--- config.mk ---
export PLATFORM = sky130hd
export DESIGN_NAME = execCore
export DESIGN_NICKNAME = d
export VERILOG_FILES = /design/src/source/execPkg.sv /design/src/source/aluUnit.sv /design/src/source/instrDecoder.sv /design/src/source/executeStage.sv /design/src/source/creditCounter.sv /design/src/source/execCore.sv
export VERILOG_INCLUDE_DIRS = /design/src /design/src/source
export SDC_FILE = /design/constraint.sdc
export NUM_CORES = 1
export LEC_CHECK = 0
export BUFFER_PORTS_ARGS = -buffer_cell sky130_fd_sc_hd__buf_2
export CAP_MARGIN = 30
export CORE_UTILIZATION = 51
export DETAILED_ROUTE_END_ITERATION = 7
export PLACE_DENSITY = 0.73
export SYNTH_ARGS = -nofsm -noshare
export SYNTH_HDL_FRONTEND = slang
export SYNTH_HIERARCHICAL = 1
export SYNTH_SLANG_ARGS = --single-unit
export TNS_END_PERCENT = 5
--- constraint.sdc ---
create_clock -name clk -period 5.8 [get_ports clk]
set_input_delay 1.45 -clock clk [delete_from_list [all_inputs] [get_ports clk]]
set_output_delay 1.45 -clock clk [all_outputs]
set_load 0.01 [all_outputs]
--- src/source/exec_config.svh ---
/*
 * Execution pipeline configuration
 * Data path width, RV32I opcode and funct3 encodings, result credit depth
 */
`ifndef EXEC_CONFIG_SVH
`define EXEC_CONFIG_SVH

`define XLEN         32

// Major opcodes, instr[6:0]
`define OPC_OP       7'b0110011
`define OPC_OP_IMM   7'b0010011
`define OPC_LUI      7'b0110111
`define OPC_AUIPC    7'b0010111
`define OPC_JAL      7'b1101111
`define OPC_JALR     7'b1100111
`define OPC_BRANCH   7'b1100011
`define OPC_LOAD     7'b0000011  // Decoded only to flag illegal
`define OPC_STORE    7'b0100011  // Decoded only to flag illegal

// funct3 for register and immediate ALU ops
`define F3_ADD_SUB   3'b000
`define F3_SLL       3'b001
`define F3_SLT       3'b010
`define F3_SLTU      3'b011
`define F3_XOR       3'b100
`define F3_SRL_SRA   3'b101
`define F3_OR        3'b110
`define F3_AND       3'b111

// funct3 for conditional branches
`define F3_BEQ       3'b000
`define F3_BNE       3'b001
`define F3_BLT       3'b100
`define F3_BGE       3'b101
`define F3_BLTU      3'b110
`define F3_BGEU      3'b111

`define CREDIT_COUNT 4           // Result slots in the consumer, 1 to 8
`define CREDIT_W     4

`endif

--- src/source/execPkg.sv ---
/*
 * Shared types of the execution pipeline
 * Instruction word views, decoded operation and the issue and result payloads
 */
`include "exec_config.svh"

package execPkg;

   ////////////////////////////////////////////////////////////////////////////
   // Instruction formats, all 32 bits, MSB first

   typedef struct packed {
      logic [6:0] funct7;
      logic [4:0] rs2;
      logic [4:0] rs1;
      logic [2:0] funct3;
      logic [4:0] rd;
      logic [6:0] opcode;
   } rFmt_t;

   typedef struct packed {
      logic [11:0] imm;        // Bit 10 picks SRAI over SRLI
      logic [4:0]  rs1;
      logic [2:0]  funct3;
      logic [4:0]  rd;
      logic [6:0]  opcode;
   } iFmt_t;

   typedef struct packed {
      logic [6:0] immHi;
      logic [4:0] rs2;
      logic [4:0] rs1;
      logic [2:0] funct3;
      logic [4:0] immLo;
      logic [6:0] opcode;
   } sFmt_t;

   typedef struct packed {
      logic       imm12;       // Sign bit
      logic [5:0] imm10to5;
      logic [4:0] rs2;
      logic [4:0] rs1;
      logic [2:0] funct3;
      logic [3:0] imm4to1;
      logic       imm11;
      logic [6:0] opcode;
   } bFmt_t;

   typedef struct packed {
      logic [19:0] imm;        // Upper 20 bits of the result
      logic [4:0]  rd;
      logic [6:0]  opcode;
   } uFmt_t;

   typedef struct packed {
      logic       imm20;       // Sign bit
      logic [9:0] imm10to1;
      logic       imm11;
      logic [7:0] imm19to12;
      logic [4:0] rd;
      logic [6:0] opcode;
   } jFmt_t;

   // One word, read through whichever format the opcode calls for
   typedef union packed {
      rFmt_t r;
      iFmt_t i;
      sFmt_t s;
      bFmt_t b;
      uFmt_t u;
      jFmt_t j;
   } instrWord_u;

   ////////////////////////////////////////////////////////////////////////////
   // Decode results

   typedef enum logic [2:0] {
      ALU_REG, ALU_IMM, LUI, AUIPC, JAL, JALR, BRANCH, ILLEGAL
   } opClass_e;

   typedef enum logic [3:0] {
      ALU_ADD, ALU_SUB, ALU_SLL, ALU_SLT, ALU_SLTU,
      ALU_XOR, ALU_SRL, ALU_SRA, ALU_OR, ALU_AND
   } aluOp_e;

   ////////////////////////////////////////////////////////////////////////////
   // Stage payloads

   typedef struct packed {
      instrWord_u        instr;
      logic [`XLEN-1:0]  pc;
      logic [`XLEN-1:0]  rs1Val;
      logic [`XLEN-1:0]  rs2Val;
   } issueReq_t;             // 128 bits

   typedef struct packed {
      opClass_e          opClass;
      aluOp_e            aluOp;
      logic [2:0]        funct3;   // Branch condition
      logic [`XLEN-1:0]  imm;      // Sign extended, format specific
      logic [`XLEN-1:0]  pc;
      logic [`XLEN-1:0]  rs1Val;
      logic [`XLEN-1:0]  rs2Val;
   } decodedOp_t;            // 138 bits

   typedef struct packed {
      logic [`XLEN-1:0]  result;
      logic [`XLEN-1:0]  nextPc;
      logic              taken;
      logic              illegal;
   } execResult_t;           // 66 bits

endpackage

--- src/source/aluUnit.sv ---
/*
 * Integer ALU
 * The ten RV32I register and immediate operations, combinational
 */
`timescale 1ns/1ps
`include "exec_config.svh"

module aluUnit (
   input  execPkg::aluOp_e   aluOp,
   input  logic [`XLEN-1:0]  opA,
   input  logic [`XLEN-1:0]  opB,
   output logic [`XLEN-1:0]  aluOut
);
   import execPkg::*;

   logic [4:0] shamt;
   logic       ltSigned;
   logic       ltUnsigned;

   assign shamt      = opB[4:0];                     // RV32 uses 5 bits only
   assign ltSigned   = ($signed(opA) < $signed(opB));
   assign ltUnsigned = (opA < opB);

   ////////////////////////////////////////////////////////////////////////////
   // Operation select

   always_comb begin
      case (aluOp)
         ALU_ADD: begin
            aluOut = opA + opB;
         end
         ALU_SUB: begin
            aluOut = opA - opB;
         end
         ALU_SLL: begin
            aluOut = opA << shamt;
         end
         ALU_SLT: begin
            aluOut = {{(`XLEN-1){1'b0}}, ltSigned};   // 0 or 1
         end
         ALU_SLTU: begin
            aluOut = {{(`XLEN-1){1'b0}}, ltUnsigned};
         end
         ALU_XOR: begin
            aluOut = opA ^ opB;
         end
         ALU_SRL: begin
            aluOut = opA >> shamt;                     // Zero fill
         end
         ALU_SRA: begin
            aluOut = $signed(opA) >>> shamt;           // Sign fill
         end
         ALU_OR: begin
            aluOut = opA | opB;
         end
         ALU_AND: begin
            aluOut = opA & opB;
         end
         default: begin
            aluOut = '0;                               // Unused encodings
         end
      endcase
   end

endmodule

--- src/source/instrDecoder.sv ---
/*
 * Decode stage
 * Classifies the opcode, picks the ALU op and builds the immediate, one cycle
 */
`timescale 1ns/1ps
`include "exec_config.svh"

module instrDecoder (
   input  logic                clk,
   input  logic                rst,
   input  logic                issueValid,
   input  execPkg::issueReq_t  issue,
   output logic                decValid,
   output execPkg::decodedOp_t dec
);
   import execPkg::*;

   instrWord_u       word;
   opClass_e         nextClass;
   aluOp_e           nextAluOp;
   logic             sraSel;
   logic [`XLEN-1:0] immI;
   logic [`XLEN-1:0] immB;
   logic [`XLEN-1:0] immU;
   logic [`XLEN-1:0] immJ;
   logic [`XLEN-1:0] nextImm;

   assign word = issue.instr;

   ////////////////////////////////////////////////////////////////////////////
   // Immediates, one per format

   assign immI = {{20{word.i.imm[11]}}, word.i.imm};
   assign immB = {{19{word.b.imm12}}, word.b.imm12, word.b.imm11,
                  word.b.imm10to5, word.b.imm4to1, 1'b0};  // Halfword aligned
   assign immU = {word.u.imm, 12'b0};
   assign immJ = {{11{word.j.imm20}}, word.j.imm20, word.j.imm19to12,
                  word.j.imm11, word.j.imm10to1, 1'b0};

   ////////////////////////////////////////////////////////////////////////////
   // Opcode class and ALU op

   always_comb begin
      case (word.r.opcode)
         `OPC_OP:     nextClass = ALU_REG;
         `OPC_OP_IMM: nextClass = ALU_IMM;
         `OPC_LUI:    nextClass = LUI;
         `OPC_AUIPC:  nextClass = AUIPC;
         `OPC_JAL:    nextClass = JAL;
         `OPC_JALR:   nextClass = JALR;
         `OPC_BRANCH: nextClass = BRANCH;
         `OPC_LOAD,
         `OPC_STORE:  nextClass = ILLEGAL;     // No memory path here
         default:     nextClass = ILLEGAL;
      endcase
   end

   // funct7[5] in register form, imm[10] in immediate form
   assign sraSel = (nextClass == ALU_REG) ? word.r.funct7[5] : word.i.imm[10];

   always_comb begin
      case (word.r.funct3)
         `F3_ADD_SUB: nextAluOp = (nextClass == ALU_REG && word.r.funct7[5]) ?
                                  ALU_SUB : ALU_ADD;  // No SUBI
         `F3_SLL:     nextAluOp = ALU_SLL;
         `F3_SLT:     nextAluOp = ALU_SLT;
         `F3_SLTU:    nextAluOp = ALU_SLTU;
         `F3_XOR:     nextAluOp = ALU_XOR;
         `F3_SRL_SRA: nextAluOp = sraSel ? ALU_SRA : ALU_SRL;
         `F3_OR:      nextAluOp = ALU_OR;
         default:     nextAluOp = ALU_AND;
      endcase
   end

   always_comb begin
      case (nextClass)
         ALU_IMM, JALR: nextImm = immI;
         LUI, AUIPC:    nextImm = immU;
         JAL:           nextImm = immJ;
         BRANCH:        nextImm = immB;
         default:       nextImm = '0;           // ALU_REG and ILLEGAL
      endcase
   end

   ////////////////////////////////////////////////////////////////////////////
   // Stage register

   always_ff @(posedge clk or posedge rst) begin
      if (rst) begin
         decValid <= 1'b0;
      end else begin
         decValid <= issueValid;
      end
   end

   always_ff @(posedge clk) begin
      if (issueValid) begin
         dec.opClass <= nextClass;
         dec.aluOp   <= nextAluOp;
         dec.funct3  <= word.b.funct3;
         dec.imm     <= nextImm;
         dec.pc      <= issue.pc;
         dec.rs1Val  <= issue.rs1Val;
         dec.rs2Val  <= issue.rs2Val;
      end
   end

   // Producer must present a fully known request when it issues
   issueKnown: assert property (@(posedge clk) disable iff (rst)
      issueValid |-> !$isunknown(issue))
      else $error("instrDecoder: unknown bits on issue");

endmodule

--- src/source/executeStage.sv ---
/*
 * Execute stage
 * ALU, branch compare, next PC and result select, registered for one cycle
 */
`timescale 1ns/1ps
`include "exec_config.svh"

module executeStage (
   input  logic                clk,
   input  logic                rst,
   input  logic                decValid,
   input  execPkg::decodedOp_t dec,
   output logic                resultValid,
   output execPkg::execResult_t result
);
   import execPkg::*;

   logic [`XLEN-1:0] opB;
   logic [`XLEN-1:0] aluOut;
   logic [`XLEN-1:0] pcPlus4;
   logic [`XLEN-1:0] pcPlusImm;
   logic [`XLEN-1:0] jalrSum;
   logic [`XLEN-1:0] nextPc;
   logic [`XLEN-1:0] nextResult;
   logic             condMet;
   logic             nextTaken;

   assign opB = (dec.opClass == ALU_REG) ? dec.rs2Val : dec.imm;

   aluUnit alu_i (
      .aluOp  (dec.aluOp),
      .opA    (dec.rs1Val),
      .opB    (opB),
      .aluOut (aluOut)
   );

   ////////////////////////////////////////////////////////////////////////////
   // Branch condition and next PC

   always_comb begin
      case (dec.funct3)
         `F3_BEQ:  condMet = (dec.rs1Val == dec.rs2Val);
         `F3_BNE:  condMet = (dec.rs1Val != dec.rs2Val);
         `F3_BLT:  condMet = ($signed(dec.rs1Val) <  $signed(dec.rs2Val));
         `F3_BGE:  condMet = ($signed(dec.rs1Val) >= $signed(dec.rs2Val));
         `F3_BLTU: condMet = (dec.rs1Val <  dec.rs2Val);
         `F3_BGEU: condMet = (dec.rs1Val >= dec.rs2Val);
         default:  condMet = 1'b0;              // Reserved funct3, never taken
      endcase
   end

   assign nextTaken = (dec.opClass == BRANCH) && condMet;
   assign pcPlus4   = dec.pc + `XLEN'(4);
   assign pcPlusImm = dec.pc + dec.imm;        // JAL, branch, AUIPC
   assign jalrSum   = dec.rs1Val + dec.imm;

   always_comb begin
      if (dec.opClass == JALR) begin
         nextPc = {jalrSum[`XLEN-1:1], 1'b0};  // Target LSB cleared
      end else if (dec.opClass == JAL || nextTaken) begin
         nextPc = pcPlusImm;
      end else begin
         nextPc = pcPlus4;
      end
   end

   always_comb begin
      case (dec.opClass)
         ALU_REG, ALU_IMM: nextResult = aluOut;
         LUI:              nextResult = dec.imm;
         AUIPC:            nextResult = pcPlusImm;
         JAL, JALR:        nextResult = pcPlus4;    // Link address
         default:          nextResult = '0;         // BRANCH, ILLEGAL
      endcase
   end

   ////////////////////////////////////////////////////////////////////////////
   // Output register

   always_ff @(posedge clk or posedge rst) begin
      if (rst) begin
         resultValid <= 1'b0;
      end else begin
         resultValid <= decValid;
      end
   end

   always_ff @(posedge clk) begin
      if (decValid) begin
         result.result  <= nextResult;
         result.nextPc  <= nextPc;
         result.taken   <= nextTaken;
         result.illegal <= (dec.opClass == ILLEGAL);
      end
   end

   // A taken flag at the output traces back to a branch in the decode register
   takenIsBranch: assert property (@(posedge clk) disable iff (rst)
      resultValid && result.taken |-> $past(decValid) && $past(dec.opClass) == BRANCH)
      else $error("executeStage: taken set on a non-branch");

endmodule

--- src/source/creditCounter.sv ---
/*
 * Result credit counter
 * One credit per consumer slot, spent on issue and returned on drain
 */
`timescale 1ns/1ps
`include "exec_config.svh"

module creditCounter (
   input  logic clk,
   input  logic rst,
   input  logic issueFire,
   input  logic creditReturn,
   output logic issueReady
);
   localparam logic [`CREDIT_W-1:0] fullCount = `CREDIT_COUNT;

   logic [`CREDIT_W-1:0] creditCnt;

   always_ff @(posedge clk or posedge rst) begin
      if (rst) begin
         creditCnt <= fullCount;                 // Consumer starts empty
      end else begin
         case ({issueFire, creditReturn})
            2'b10:   creditCnt <= creditCnt - `CREDIT_W'(1);
            2'b01:   creditCnt <= creditCnt + `CREDIT_W'(1);
            default: creditCnt <= creditCnt;      // Both or neither
         endcase
      end
   end

   assign issueReady = (creditCnt != '0);

   // Consumer cannot hand back more than it was given
   noReturnWhenFull: assert property (@(posedge clk) disable iff (rst)
      creditReturn |-> creditCnt != fullCount)
      else $error("creditCounter: credit returned while full");

   noIssueWhenEmpty: assert property (@(posedge clk) disable iff (rst)
      issueFire |-> creditCnt != '0)
      else $error("creditCounter: issue without a credit");

endmodule

--- src/source/execCore.sv ---
/*
 * Execution pipeline top level
 * Decode then execute, two cycles issue to result, credit flow control
 */
`timescale 1ns/1ps

module execCore (
   input  logic                 clk,
   input  logic                 rst,
   input  logic                 issueValid,
   input  execPkg::issueReq_t   issue,
   output logic                 issueReady,
   output logic                 resultValid,
   output execPkg::execResult_t result,
   input  logic                 creditReturn
);
   import execPkg::*;

   logic       issueFire;
   logic       decValid;
   decodedOp_t dec;

   assign issueFire = issueValid && issueReady;   // Handshake on the issue side

   ////////////////////////////////////////////////////////////////////////////
   // Pipeline stages

   instrDecoder decoder_i (
      .clk        (clk),
      .rst        (rst),
      .issueValid (issueFire),
      .issue      (issue),
      .decValid   (decValid),
      .dec        (dec)
   );

   executeStage execute_i (
      .clk         (clk),
      .rst         (rst),
      .decValid    (decValid),
      .dec         (dec),
      .resultValid (resultValid),
      .result      (result)
   );

   // Issue gated by free consumer slots
   creditCounter credit_i (
      .clk          (clk),
      .rst          (rst),
      .issueFire    (issueFire),
      .creditReturn (creditReturn),
      .issueReady   (issueReady)
   );

endmodule

==> summary.txt <==
Status
  • Status: finished clean

Floorplan
  • Die W: 210.4 µm
  • Core area: 42420 µm²
  • Initial Util: a little over half
  • Io pins: 200
  • Die height: 210.4 µm
  • Num rows: 75
  • Total die area: 44250 µm²

Timing
  • Slew headroom: 27.96%
  • Total negative setup slack: 0 ns
  • FMAX: slightly below 200 MHz
  • Hold Vio Cnt, Final: 0
  • Final Cycle Share: between 80 and 90%
  • Clk_skew: 0.01142 ns
  • Fin crit period: between 5 and 6 ns
  • Slew Limit Fails: 0
  • Slew of the pin with the lowest slew margin: 1.077 ns
  • Final Setup Violations: 0
  • RSZ-0062 raised after global routing: false

Finish
  • Layout cells sized above 1: approximately 17%
  • Final Instance Area: between 20000 and 25000 µm²
  • Area Growth Syn to Fin: 11.03%
  • Ant diodes: 0
  • Final #Nets: 2959
  • Fill cells: roughly 3800

Logic synthesis
  • Synth cell count leaders: nor2_1 (246), a21oi_1 (205), edfxtp_1 (204), ha_1 (194), o21ai_0 (178)
  • Ys flop type: edfxtp_1
  • Synth Cell Area: 22140 µm²
  • Area contributors post-synth: edfxtp_1 (28%), ha_1 (11%), mux4_2 (4.7%)
  • Cells after Synth: 2496
  • Dominant cell type by area after synthesis: edfxtp_1
  • Yosys cell types: 104
  • Post-synth top area share: ~28%
  • Top-count cell post-synth: nor2_1
  • Post-synthesis sequential area ratio: approximately 28%
  • Yosys warns: 6
  • Post-synth EDFFs: around 200
  • Yosys reg bits: between 200 and 250
  • Mean post-synth cell area: approximately 8.9 µm²
  • Ys async rst share: under 10%
  • Syn_nets: between 2000 and 3000

Route
  • Initial drt markers: ~3000
  • # DRC: 0
  • Antenna Nets Post-Route: 0
  • Vias: 21710
  • Total wire length: approximately 90000 µm
  • Drt via density: between 6 and 7
  • Wirelength per Cell: between 20 and 30 µm
  • Drt first pass iters: 7

Clock network
  • CTS Hold Buffers Added: 0
  • Later-pin clock latency in the skew report: about 0.57 ns
  • Root buf cell: clkbuf_16
  • Inserted Clock Buffers: 26
  • Resized Gates After CTS: 0
  • Clock slew at reported path FFs: around 0.06 ns
  • H-tree levels: 1
  • CTS tree: built
  • Max Buffers Root-to-Sink: 3
  • CTS Sinks: 210
  • Post-CTS Repair Setup Buffers: 0

Setup path
  • CP endpoint kind: register
  • CP max FO: 30
  • Worst path cell trace: nor3_2 -> buf_12 -> mux2_2 -> inv_1 -> ha_1 -> o21bai_1 -> o31ai_1 -> a2111oi_0 -> nand3b_1 -> a221oi_2 -> nor4_2 -> nor3b_1 -> o21ai_0 -> o211ai_1 -> mux2i_1 -> o22ai_1
  • Crit path from: decoder_i/dec[136]
  • Crit path max-delay family: compound AO/OA/AOI/OAI gates
  • CP Buf/Inv Count: 2
  • Reg2reg start: decoder_i/dec[136]
  • CP peak stage delay: a little under 0.7 ns
  • Critical Path RT: a little over 6 ns
  • Worst Setup Start Kind: register
  • Slowest CP cell: a2111oi_0
  • Crit path DAT: around 5.3 ns
  • WS Path Type: reg -> reg
  • Worst R2R Path Depth: 16
  • Critical path depth in cells: 16

Place
  • Placed Area: 23650 µm²
  • Port Buf Inserts: 199
  • RD Place Congestion: ~1.0
  • Hpwl dp: around 70000 µm

Global routing
  • Global-route wire length before repair: 130600 µm
  • Overflow after GRT: 0
  • Largest net degree at the start of global routing: 93
  • Vias in the first global route: between 20000 and 25000
  • Initial antenna violation count: 2
  • GR Util All Layers: 39.71%

Run
  • MaxCap Viol Count: 0

Min path
  • Hold_sp: credit_i/creditCnt[2]
  • Hold path depth: 2
  • Hold crit path type: reg -> reg

Power and ir drop
  • Leak: between 10 and 15 nW
  • Maximum VDD drop: between 0.3 and 0.4 mV
  • Pwr/cell area: 350.8 nW/µm²
## flip-flops by register name (all words and copies together) (netlist names)
| signal | cells |
|---|---|
| decoder_i/dec | 138 |
| execute_i/result | 66 |
| credit_i/creditCnt | 4 |
| decoder_i/decValid | 1 |
| execute_i/resultValid | 1 |
## stage by stage
stage / std cells / hold slack (ns) / worst slack, ns / total power, mW / utilization (%)
2_1_floorplan: 2496 / 0.4719 / 0.5535 / 5.254 / -
3_3_place_gp: 3176 / 0.4885 / 0.9843 / 6.639 / 55.70
3_5_place_dp: 3177 / 0.4941 / 0.9567 / 6.674 / 55.75
4_1_cts: 3224 / 0.5031 / 0.9018 / 8.512 / 57.96
5_1_grt: 3224 / 0.5587 / 0.5921 / 9.009 / 57.96
6_report: 3224 / 0.5024 / 0.7443 / 8.624 / 57.96
## layer usage
layer | wire, µm | up-vias | GRT usage (%) | share of wire, %
met1 | 36230 | 10520 | 52.25 | 40
li1 | - | 9656 | - | -
met4 | 5707 | 0 | 22.70 | 6.4
met3 | 7684 | 247 | 6.004 | 8.6
met2 | 39950 | 1288 | 62.31 | 45
met5 | 0 | - | 0 | 0
## logic make-up (layout without fill, tap and decap cells)
family	Yosys count	count (layout)	share of synthesized area (%)
compound gates	813	813	24.61
simple gates	691	691	15.02
buf+inv	304	455	5.769
flops	210	210	28.35
fa+ha+maj	199	199	11.41
mux	171	171	10.56
xor+xnor	108	108	4.272
## final cells by class
| type | count | area (µm²) | share of cell area, % |
|---|---|---|---|
| flip-flops and latches | 210 | 6279 | 25.54 |
| clock inverters | 15 | 245.2 | 0.9975 |
| clock buffers | 32 | 694.4 | 2.825 |
| inverters | 159 | 596.8 | 2.428 |
| multi-input cells | 1982 | 14630 | 59.49 |
| repair buffers | 249 | 1421 | 5.781 |
| well taps | 577 | 721.9 | 2.937 |
## layout by cell type (no fill, tap or decap), types with 35 or more instances in the layout
cell type,n
a211oi_1,44
a21o_1,53
a21oi_1,205
buf_2,199
buf_4,46
edfxtp_1,204
ha_1,194
inv_1,155
mux2_2,35
mux2i_1,84
mux4_2,46
nand2_1,161
nand3_1,41
nor2_1,245
nor3_1,57
o21ai_0,177
xnor2_1,67
xor2_1,41
## where the power goes
part / total, mW / switching [mW] / leakage, nW / internal (mW)
sequential: 2.35 / 0.327 / 2.08 / 2.02
clock: 1.81 / 0.687 / 0.450 / 1.12
combinational: 4.47 / 2.84 / 7.87 / 1.63
total: 8.62 / 3.85 / 10.4 / 4.77
## worst paths after layout
path	slack (ns)	to
setup / recovery	0.74	execute_i/result[34]
hold / removal	0.50	credit_i/creditCnt[2]
setup reg to reg	0.74	execute_i/result[34]
hold reg to reg	0.50	credit_i/creditCnt[2]
max in group asynchronous	4.74	credit_i/creditCnt[2]
min in group asynchronous	0.77	execute_i/resultValid
## tightest hold or removal path: stages, from the launching register on
cell     delay (ns)
dfstp_2        0.37
nand2_1        0.05
o21ai_0        0.07
Note: power is estimated with default switching activity, not from simulation.
